**config.mk**
```make
export PLATFORM = sky130hd
export DESIGN_NAME = dcache_top
export DESIGN_NICKNAME = d
export VERILOG_FILES = /design/src/design/dcache_pkg.sv /design/src/design/lookup_if.sv /design/src/design/line_xfer_if.sv /design/src/design/main_cache.sv /design/src/design/victim_cache.sv /design/src/design/miss_handler.sv /design/src/design/dcache_controller.sv /design/src/design/dcache_top.sv
export SDC_FILE = /design/constraint.sdc
export NUM_CORES = 2
export LEC_CHECK = 0
export BUFFER_PORTS_ARGS = -buffer_cell sky130_fd_sc_hd__buf_4
export CAP_MARGIN = 10
export CELL_PAD_IN_SITES_DETAIL_PLACEMENT = 0
export CELL_PAD_IN_SITES_GLOBAL_PLACEMENT = 2
export CORE_MARGIN = 10
export CORE_UTILIZATION = 47
export DETAILED_ROUTE_END_ITERATION = 8
export PLACE_DENSITY_LB_ADDON = 0.05
export SYNTH_ARGS = -nofsm -noshare
export SYNTH_HDL_FRONTEND = slang
export SYNTH_HIERARCHICAL = 1
export SYNTH_SLANG_ARGS = --single-unit
```
**constraint.sdc**
```tcl
create_clock -name clock -period 12.5 [get_ports clock]
set_input_delay 1.875 -clock clock [delete_from_list [all_inputs] [get_ports clock]]
set_output_delay 1.875 -clock clock [all_outputs]
set_load 0.01 [all_outputs]
```
**src/design/dcache_pkg.sv**
```systemverilog
`default_nettype none

package dcache_pkg;

    localparam int xlen        = 32;
    localparam int block_bits  = 64;
    localparam int offset_bits = 3;    // byte offset within a line

    typedef logic [xlen-offset_bits-1:0] line_addr_t;
    typedef logic [block_bits-1:0]       block_t;
    typedef logic [3:0]                  mem_tag_t;    // zero means no tag

    typedef enum logic {
        mem_read,
        mem_write
    } mem_op_e;

    typedef enum logic [1:0] {
        size_byte,
        size_half,
        size_word
    } mem_size_e;

    typedef enum logic [1:0] {
        bus_none  = 2'd0,
        bus_load  = 2'd1,
        bus_store = 2'd2
    } bus_command_e;

    // controller states
    typedef enum logic {
        ready,
        wait_fill
    } dc_state_e;

    function automatic line_addr_t line_of(input logic [xlen-1:0] addr);
        return addr[xlen-1:offset_bits];
    endfunction

    function automatic logic [offset_bits-1:0] offset_of(input logic [xlen-1:0] addr);
        return addr[offset_bits-1:0];
    endfunction

    // first byte address of a line
    function automatic logic [xlen-1:0] line_base(input line_addr_t line);
        return {line, {offset_bits{1'b0}}};
    endfunction

endpackage

`default_nettype wire

```
**src/design/lookup_if.sv**
```systemverilog
`timescale 1ns/1ps
`default_nettype none

interface lookup_if import dcache_pkg::*; ();

    line_addr_t addr;
    logic       access;       // request in flight, on a main cache fill it marks a store
    logic       write_en;
    block_t     write_block;
    logic       hit;          // combinational on addr
    block_t     hit_block;

    modport ctrl (
        output addr, access, write_en, write_block,
        input  hit, hit_block
    );

    modport array (
        input  addr, access, write_en, write_block,
        output hit, hit_block
    );

endinterface

`default_nettype wire

```
**src/design/line_xfer_if.sv**
```systemverilog
`timescale 1ns/1ps
`default_nettype none

// one-cycle line strobe, receiver has to take it
interface line_xfer_if import dcache_pkg::*; ();

    logic       valid;
    line_addr_t addr;
    block_t     block;
    logic       dirty;

    modport source (
        output valid, addr, block, dirty
    );

    modport sink (
        input valid, addr, block, dirty
    );

endinterface

`default_nettype wire

```
**src/design/main_cache.sv**
```systemverilog
`timescale 1ns/1ps
`default_nettype none

module main_cache import dcache_pkg::*; #(
    parameter int n_sets = 16
) (
    input  logic        clock,
    input  logic        reset,
    lookup_if.array     port,
    line_xfer_if.source evict
);

    localparam int index_bits = $clog2(n_sets);
    localparam int tag_bits   = $bits(line_addr_t) - index_bits;

    logic [tag_bits-1:0] tag_mem [n_sets];
    block_t              data_mem [n_sets];
    logic [n_sets-1:0]   valid_bits;
    logic [n_sets-1:0]   dirty_bits;

    logic [index_bits-1:0] index;
    logic [tag_bits-1:0]   tag;
    logic                  match;

    assign index = port.addr[index_bits-1:0];
    assign tag   = port.addr[$bits(line_addr_t)-1:index_bits];
    assign match = valid_bits[index] && (tag_mem[index] == tag);

    assign port.hit       = match;
    assign port.hit_block = data_mem[index];

    // allocating over a valid line pushes the old one out
    assign evict.valid = port.write_en && !match && valid_bits[index];
    assign evict.addr  = {tag_mem[index], index};    // rebuilt line address
    assign evict.block = data_mem[index];
    assign evict.dirty = dirty_bits[index];

    always_ff @(posedge clock) begin
        if (reset) begin
            valid_bits <= '0;
            dirty_bits <= '0;
        end else if (port.write_en) begin
            valid_bits[index] <= 1'b1;
            if (match) begin
                dirty_bits[index] <= 1'b1;            // store hit
            end else begin
                dirty_bits[index] <= port.access;     // fill, dirty only for a store miss
            end
        end
    end

    always_ff @(posedge clock) begin
        if (port.write_en) begin
            data_mem[index] <= port.write_block;
            if (!match) begin
                tag_mem[index] <= tag;
            end
        end
    end

endmodule

`default_nettype wire

```
**src/design/victim_cache.sv**
```systemverilog
`timescale 1ns/1ps
`default_nettype none

module victim_cache import dcache_pkg::*; #(
    parameter int n_victim = 4
) (
    input  logic        clock,
    input  logic        reset,
    lookup_if.array     port,
    line_xfer_if.sink   insert,
    line_xfer_if.source castout
);

    localparam int idx_bits = (n_victim > 1) ? $clog2(n_victim) : 1;

    line_addr_t          entry_addr [n_victim];
    block_t              entry_block [n_victim];
    logic [n_victim-1:0] entry_valid;
    logic [n_victim-1:0] entry_dirty;
    logic [idx_bits-1:0] entry_age [n_victim];    // larger is more recent

    logic                hit_any;
    logic [idx_bits-1:0] hit_idx;
    logic                full;
    logic                free_found;
    logic [idx_bits-1:0] free_idx;
    logic [idx_bits-1:0] lru_idx;
    logic [idx_bits-1:0] min_age;
    logic [idx_bits-1:0] slot;

    // full address search
    always_comb begin
        hit_any = 1'b0;
        hit_idx = '0;
        for (int i = 0; i < n_victim; i++) begin
            if (entry_valid[i] && (entry_addr[i] == port.addr)) begin
                hit_any = 1'b1;
                hit_idx = idx_bits'(i);
            end
        end
    end

    // placement: first free entry, else the oldest one
    always_comb begin
        free_found = 1'b0;
        free_idx   = '0;
        lru_idx    = '0;
        min_age    = entry_age[0];
        for (int i = 0; i < n_victim; i++) begin
            if (!entry_valid[i] && !free_found) begin
                free_found = 1'b1;
                free_idx   = idx_bits'(i);
            end
            if (entry_age[i] < min_age) begin
                min_age = entry_age[i];
                lru_idx = idx_bits'(i);
            end
        end
    end

    assign full = &entry_valid;
    assign slot = full ? lru_idx : free_idx;

    assign port.hit       = hit_any;
    assign port.hit_block = entry_block[hit_idx];

    // clean lines are simply dropped
    assign castout.valid = insert.valid && full && entry_dirty[lru_idx];
    assign castout.addr  = entry_addr[lru_idx];
    assign castout.block = entry_block[lru_idx];
    assign castout.dirty = entry_dirty[lru_idx];

    always_ff @(posedge clock) begin
        if (reset) begin
            entry_valid <= '0;
            entry_dirty <= '0;
            for (int i = 0; i < n_victim; i++) begin
                entry_age[i] <= '0;
            end
        end else if (insert.valid) begin
            for (int i = 0; i < n_victim; i++) begin
                if (idx_bits'(i) == slot) begin
                    entry_valid[i] <= 1'b1;
                    entry_dirty[i] <= insert.dirty;
                    entry_age[i]   <= '1;
                end else if (entry_age[i] != '0) begin
                    entry_age[i] <= entry_age[i] - 1'b1;
                end
            end
        end else if (port.access && hit_any) begin
            for (int i = 0; i < n_victim; i++) begin
                if (idx_bits'(i) == hit_idx) begin
                    entry_age[i] <= '1;
                end else if (entry_age[i] != '0) begin
                    entry_age[i] <= entry_age[i] - 1'b1;
                end
            end
            if (port.write_en) begin
                entry_dirty[hit_idx] <= 1'b1;
            end
        end
    end

    always_ff @(posedge clock) begin
        if (insert.valid) begin
            entry_addr[slot]  <= insert.addr;
            entry_block[slot] <= insert.block;
        end else if (port.write_en && hit_any) begin
            entry_block[hit_idx] <= port.write_block;    // store hit
        end
    end

endmodule

`default_nettype wire

```
**src/design/miss_handler.sv**
```systemverilog
`timescale 1ns/1ps
`default_nettype none

module miss_handler import dcache_pkg::*; (
    input  logic             clock,
    input  logic             reset,
    input  logic             fetch_start,
    input  line_addr_t       fetch_addr,
    output logic             fill_valid,
    output block_t           fill_block,
    line_xfer_if.sink        castout,
    output bus_command_e     mem_command,
    output logic [xlen-1:0]  mem_addr,
    output block_t           mem_wdata,
    input  mem_tag_t         mem_response,
    input  block_t           mem_rdata,
    input  mem_tag_t         mem_tag
);

    // write-back buffer
    logic       wb_valid;
    line_addr_t wb_addr;
    block_t     wb_block;

    // the single outstanding load
    logic       load_pending;    // not yet accepted by memory
    line_addr_t load_addr;
    mem_tag_t   load_tag;        // zero while nothing is in flight

    logic accepted;
    logic take_castout;

    assign accepted     = (mem_response != '0);
    assign take_castout = castout.valid && castout.dirty;

    // buffered store goes first so memory is current when the load reads it
    always_comb begin
        mem_command = bus_none;
        mem_addr    = '0;
        mem_wdata   = '0;
        if (wb_valid) begin
            mem_command = bus_store;
            mem_addr    = line_base(wb_addr);
            mem_wdata   = wb_block;
        end else if (load_pending) begin
            mem_command = bus_load;
            mem_addr    = line_base(load_addr);
        end
    end

    assign fill_valid = (load_tag != '0) && (mem_tag == load_tag);
    assign fill_block = mem_rdata;

    always_ff @(posedge clock) begin
        if (reset) begin
            wb_valid     <= 1'b0;
            load_pending <= 1'b0;
            load_tag     <= '0;
        end else begin
            if (wb_valid && accepted) begin
                wb_valid <= 1'b0;    // store done on acceptance
            end
            if (take_castout) begin
                wb_valid <= 1'b1;
            end
            if (fetch_start) begin
                load_pending <= 1'b1;
            end else if (!wb_valid && load_pending && accepted) begin
                load_pending <= 1'b0;
                load_tag     <= mem_response;
            end
            if (fill_valid) begin
                load_tag <= '0;
            end
        end
    end

    always_ff @(posedge clock) begin
        if (take_castout) begin
            wb_addr  <= castout.addr;
            wb_block <= castout.block;
        end
        if (fetch_start) begin
            load_addr <= fetch_addr;
        end
    end

endmodule

`default_nettype wire

```
**src/design/dcache_controller.sv**
```systemverilog
`timescale 1ns/1ps
`default_nettype none

module dcache_controller import dcache_pkg::*; (
    input  logic            clock,
    input  logic            reset,
    input  logic            req_valid,
    input  mem_op_e         req_op,
    input  mem_size_e       req_size,
    input  logic [xlen-1:0] req_addr,
    input  logic [xlen-1:0] req_wdata,
    output logic            stall,
    output logic            rsp_valid,
    output logic [xlen-1:0] rsp_data,
    lookup_if.ctrl          main_port,
    lookup_if.ctrl          victim_port,
    output logic            fetch_start,
    output line_addr_t      fetch_addr,
    input  logic            fill_valid,
    input  block_t          fill_block
);

    dc_state_e state;

    // request held over a miss
    mem_op_e         held_op;
    mem_size_e       held_size;
    logic [xlen-1:0] held_addr;
    logic [xlen-1:0] held_wdata;

    logic   accept;
    logic   any_hit;
    block_t hit_block;
    block_t merged_hit;
    block_t fill_line;

    // write the store bytes into a line, little endian within the line
    function automatic block_t merge_store(input block_t line, input logic [offset_bits-1:0] off,
                                           input mem_size_e size, input logic [xlen-1:0] data);
        block_t result;
        result = line;
        case (size)
            size_byte: result[{off, 3'b000} +: 8]         = data[7:0];
            size_half: result[{off[2:1], 4'b0000} +: 16]  = data[15:0];
            default:   result[{off[2], 5'b00000} +: 32]   = data;
        endcase
        return result;
    endfunction

    function automatic logic [xlen-1:0] load_data(input block_t line,
                                                  input logic [offset_bits-1:0] off,
                                                  input mem_size_e size);
        logic [xlen-1:0] result;
        case (size)
            size_byte: result = {24'b0, line[{off, 3'b000} +: 8]};    // zero extended
            size_half: result = {16'b0, line[{off[2:1], 4'b0000} +: 16]};
            default:   result = line[{off[2], 5'b00000} +: 32];
        endcase
        return result;
    endfunction

    assign accept    = (state == ready) && req_valid;
    assign any_hit   = main_port.hit || victim_port.hit;
    assign hit_block = main_port.hit ? main_port.hit_block : victim_port.hit_block;    // main first
    assign stall     = (state == wait_fill);

    assign fetch_start = accept && !any_hit;
    assign fetch_addr  = line_of(req_addr);

    assign merged_hit = merge_store(hit_block, offset_of(req_addr), req_size, req_wdata);
    assign fill_line  = (held_op == mem_write) ?
                        merge_store(fill_block, offset_of(held_addr), held_size, held_wdata) :
                        fill_block;

    // main cache sees the new request in ready and the held one during the fill
    assign main_port.addr        = (state == ready) ? line_of(req_addr) : line_of(held_addr);
    assign main_port.access      = (state == ready) ? req_valid : (held_op == mem_write);
    assign main_port.write_en    = (state == ready) ?
                                   (accept && main_port.hit && req_op == mem_write) : fill_valid;
    assign main_port.write_block = (state == ready) ? merged_hit : fill_line;

    assign victim_port.addr        = line_of(req_addr);
    assign victim_port.access      = accept;
    assign victim_port.write_en    = accept && !main_port.hit && victim_port.hit &&
                                     (req_op == mem_write);
    assign victim_port.write_block = merged_hit;

    always_ff @(posedge clock) begin
        if (reset) begin
            state     <= ready;
            rsp_valid <= 1'b0;
        end else begin
            case (state)
                ready: begin
                    rsp_valid <= accept && any_hit;
                    if (accept && !any_hit) begin
                        state <= wait_fill;
                    end
                end
                wait_fill: begin
                    rsp_valid <= fill_valid;
                    if (fill_valid) begin
                        state <= ready;
                    end
                end
                default: state <= ready;
            endcase
        end
    end

    always_ff @(posedge clock) begin
        if (accept) begin
            held_op    <= req_op;
            held_size  <= req_size;
            held_addr  <= req_addr;
            held_wdata <= req_wdata;
        end
        if (accept && any_hit) begin
            rsp_data <= (req_op == mem_read) ?
                        load_data(hit_block, offset_of(req_addr), req_size) : '0;
        end else if (state == wait_fill && fill_valid) begin
            rsp_data <= (held_op == mem_read) ?
                        load_data(fill_block, offset_of(held_addr), held_size) : '0;
        end
    end

endmodule

`default_nettype wire

```
**src/design/dcache_top.sv**
```systemverilog
`timescale 1ns/1ps
`default_nettype none

module dcache_top import dcache_pkg::*; #(
    parameter int n_sets   = 16,
    parameter int n_victim = 4
) (
    input  logic            clock,
    input  logic            reset,
    // pipeline side
    input  logic            req_valid,
    input  mem_op_e         req_op,
    input  mem_size_e       req_size,
    input  logic [xlen-1:0] req_addr,
    input  logic [xlen-1:0] req_wdata,
    output logic            stall,
    output logic            rsp_valid,
    output logic [xlen-1:0] rsp_data,
    // memory side
    output bus_command_e    mem_command,
    output logic [xlen-1:0] mem_addr,
    output block_t          mem_wdata,
    input  mem_tag_t        mem_response,
    input  block_t          mem_rdata,
    input  mem_tag_t        mem_tag
);

    lookup_if    main_port ();
    lookup_if    victim_port ();
    line_xfer_if evict_xfer ();      // main cache to victim cache
    line_xfer_if castout_xfer ();    // victim cache to write-back buffer

    logic       fetch_start;
    line_addr_t fetch_addr;
    logic       fill_valid;
    block_t     fill_block;

    dcache_controller ctrl_i (
        .clock       (clock),
        .reset       (reset),
        .req_valid   (req_valid),
        .req_op      (req_op),
        .req_size    (req_size),
        .req_addr    (req_addr),
        .req_wdata   (req_wdata),
        .stall       (stall),
        .rsp_valid   (rsp_valid),
        .rsp_data    (rsp_data),
        .main_port   (main_port.ctrl),
        .victim_port (victim_port.ctrl),
        .fetch_start (fetch_start),
        .fetch_addr  (fetch_addr),
        .fill_valid  (fill_valid),
        .fill_block  (fill_block)
    );

    main_cache #(
        .n_sets (n_sets)
    ) main_i (
        .clock (clock),
        .reset (reset),
        .port  (main_port.array),
        .evict (evict_xfer.source)
    );

    victim_cache #(
        .n_victim (n_victim)
    ) victim_i (
        .clock   (clock),
        .reset   (reset),
        .port    (victim_port.array),
        .insert  (evict_xfer.sink),
        .castout (castout_xfer.source)
    );

    miss_handler miss_i (
        .clock        (clock),
        .reset        (reset),
        .fetch_start  (fetch_start),
        .fetch_addr   (fetch_addr),
        .fill_valid   (fill_valid),
        .fill_block   (fill_block),
        .castout      (castout_xfer.sink),
        .mem_command  (mem_command),
        .mem_addr     (mem_addr),
        .mem_wdata    (mem_wdata),
        .mem_response (mem_response),
        .mem_rdata    (mem_rdata),
        .mem_tag      (mem_tag)
    );

endmodule

`default_nettype wire

```
==> metrics.cfg <==
[floorplan]
num_rows = 163
die_w_um = 466.7
die-height_um = 466.7
die_area_um2 = 217800
core_um2 = 197800
io-pin-count = 274
start_util_pct = 47.41

[cells_and_area]
syn2layout_area_growth_pct = 11.42
most-common-layout-cells = edfxtp_1 (2023), mux4_2 (451), buf_4 (397)
nNetsFinal = 5987
post_route_cells_drive_above_1_share_pct = 24.56
nFillCells = 15910
stdcell_count = 8645
mostFrequentLayoutCell = edfxtp_1
fin_util_pct = 52.82

[critical_path]
path_max_fanout = 57
cp.arrival_ns = 8.97
crit_type = in -> reg
cp-startpoint = req_addr[6]
worstReg2RegStart = ctrl_i/stall
reg2reg_slack_ns = 4.33
cp-start-kind = primary input
end_kind = flop
cp_data_required_time_ns = 13.00

[clocking]
cts_tree = built
root_buffer = clkbuf_16
clk_pin_slew_worst_paths_ns = 0.06
cts_hold_buf = 0
numCtsBuffers = 211
ctsLongestPathBuffers = 3
clk_latency_ns = 0.88
ctsResizeCount = 0
ctsHtreeMaxLevel = 4
cts_setup_buffers = 0
clock-sinks = 2073

[yosys]
ys_types = 102
yosys-mux-area-fraction_pct = 15.35
async_flop_share_pct = 0
syn_area_per_cell_um2 = 16.25
yosys_register_bits = 2073
synth_cells = 5772
synthFlopType = edfxtp_1
synth_top_family_by_area = multiplexers
synth_edf_count = 2023
synth_compound_area_share_pct = 7.924
yosys.area_share.xor_xnor_pct = 1.345
yosysWarnings = 6
ys_seq_area_share_pct = 65.84
synth-simple-area-share_pct = 5.409
synth_fa_ha_area_share_pct = 0.3735
synthesis.area_um2 = 93790

[routing]
route.detailed.drc = 0
vias = 55330
postRouteAntennaNets = 0
drtIter0Drc = 7133
totalWireLength_um = 300100
wl_per_cell_um = 34.71
viasPerCell = 6.400
drt-pass1-iter-count = 8

[global_routing]
grt_antenna_before_repair = 18
grt_max_degree = 187
grt_pass1_wl_um = 419000
overflow = 0
grt_pass1_vias = 52970
grt.total_usage_pct = 26.94

[job]
maxCapViolations = 0

[placement]
io_buffers = 270
dp_slack_ns = 3.147
gp_congestion = 0.9259
dp_hpwl_um = 195800
dp_cells = 8236

[timing]
period_needed_ns = 8.473
final-max-slew-violation-count = 0
setup_ws_ns = 4.027
fmax_mhz = 118.0
hold_viol = 0
slew_headroom_pct = 16.95
setup_tns_ns = 0
setup-violations-final = 0
finalClockSkew_ns = 0.06756
rsz0062_at_grt = false
worst_pin_slew_ns = 1.246
timing.final.crit_share_pct = 67.78

[min_path]
hp-start = main_i/valid_bits[10]
hp-class = reg -> reg

[power]
power_density_nw_per_um2 = 152.7
p_leak_nw = 34.84
ir_worst_vdd_mv = 0.1624
total_power_mw = 15.96

[run_status]
status = completed

report_power, final:
part	switching, mW	internal [mW]
combinational	1.16	0.580
sequential	0.0244	7.82
clock	2.73	3.65
total	3.91	12.0
synth_stat cells, types with 28 or more instances:
library cell  count  share of area, %
dfxtp_1          50               1.1
nor2b_1          51              0.34
mux2_4           31              0.50
o2bb2ai_1        44              0.41
xnor2_1         110               1.0
a22o_1           35              0.33
nor3_1           32              0.17
inv_1            76              0.30
and2_1           86              0.57
buf_2            88              0.47
mux2_2          168               2.0
o21ai_0         148              0.79
mux4_2          451                11
a221oi_1         28              0.26
buf_4           209               1.7
a21o_1          101              0.81
nand2_1         333               1.3
nand4_1          48              0.32
a22oi_1         108              0.86
a311oi_1         97              0.91
mux2i_1         160               1.7
nand2b_1         31              0.21
a21oi_1         124              0.66
nor2_1          345               1.4
ha_1             28              0.37
nand3_1          34              0.18
clkbuf_1        217              0.87
buf_1            42              0.17
edfxtp_1       2023                65
a221o_1          83              0.89
xor2_1           34              0.32
state kept, by name (all words and copies together) (netlist names):
| name | count |
|---|---|
| victim_i/entry_block | 256 |
| main_i/data_mem | 1024 |
| victim_i/entry_age | 8 |
| ctrl_i/rsp_data | 32 |
| main_i/tag_mem | 400 |
| ctrl_i/rsp_valid | 1 |
| miss_i/wb_valid | 1 |
| victim_i/entry_addr | 116 |
| ctrl_i/held_size | 2 |
| miss_i/load_pending | 1 |
| miss_i/wb_block | 64 |
| miss_i/wb_addr | 29 |
| miss_i/load_tag | 4 |
| victim_i/entry_dirty | 4 |
| victim_i/entry_valid | 4 |
| main_i/valid_bits | 16 |
| ctrl_i/stall | 1 |
| main_i/dirty_bits | 16 |
| ctrl_i/held_wdata | 32 |
| ctrl_i/held_addr | 32 |
| miss_i/load_addr | 29 |
| ctrl_i/held_op | 1 |
cell type report:
type	count	area, um2	share of cell area, %
inverters	77	330.3	0.3161
multi-input cells	3046	28860	27.62
repair buffers	408	3167	3.030
flip-flops and latches	2073	61760	59.10
well taps	2640	3303	3.161
clock inverters	142	1612	1.542
clock buffers	252	5454	5.219
diodes	7	17.52	0.01676
cells by family after synthesis:
group,count (synthesis)
xor+xnor,144
flops,2073
simple gates,1063
mux,821
buf+inv,655
compound gates,987
fa+ha+maj,28
other cells,1
worst max-delay path: stages:
cell and delay (ns):
buf_4 0.14, mux2_8 0.41, buf_4 0.66, nor2b_1 0.30, a22oi_1 0.26, o22ai_1 0.10
nor3_1 0.98, xnor2_1 0.26, nand4_1 0.19, nor4_4 0.35, buf_4 0.71, nor3_1 0.20
nor2b_1 0.22, o41ai_4 0.07, buf_4 0.34, nor2_1 0.10, a21oi_1 0.30, nor2b_4 0.84
buf_4 0.45
stage by stage:
stage	cell area, um2	hold WS (ns)
2_1_floorplan	93800	0.4348
3_3_place_gp	97330	0.4527
3_5_place_dp	97330	0.4614
4_1_cts	104400	0.4769
5_1_grt	104500	0.4912
6_report	104500	0.4728
worst paths after layout:
kind | end | cells past startpoint
max | victim_i/entry_block[2][50] | 19
min | main_i/valid_bits[10] | 2
max reg2reg | victim_i/entry_block[2][50] | 18
min reg2reg | main_i/valid_bits[10] | 2
routing by layer:
metal | vias up | part of all wire (%) | wire length, um | global-route usage, %
met3 | 393 | 9.0 | 26980 | 4.997
met5 | - | 0.014 | 43 | 0
li1 | 23070 | - | - | -
met4 | 6 | 3.0 | 8964 | 7.689
met2 | 2675 | 44 | 132600 | 39.61
met1 | 29190 | 44 | 131500 | 40.95
Note: power is estimated with default switching activity, not from simulation.
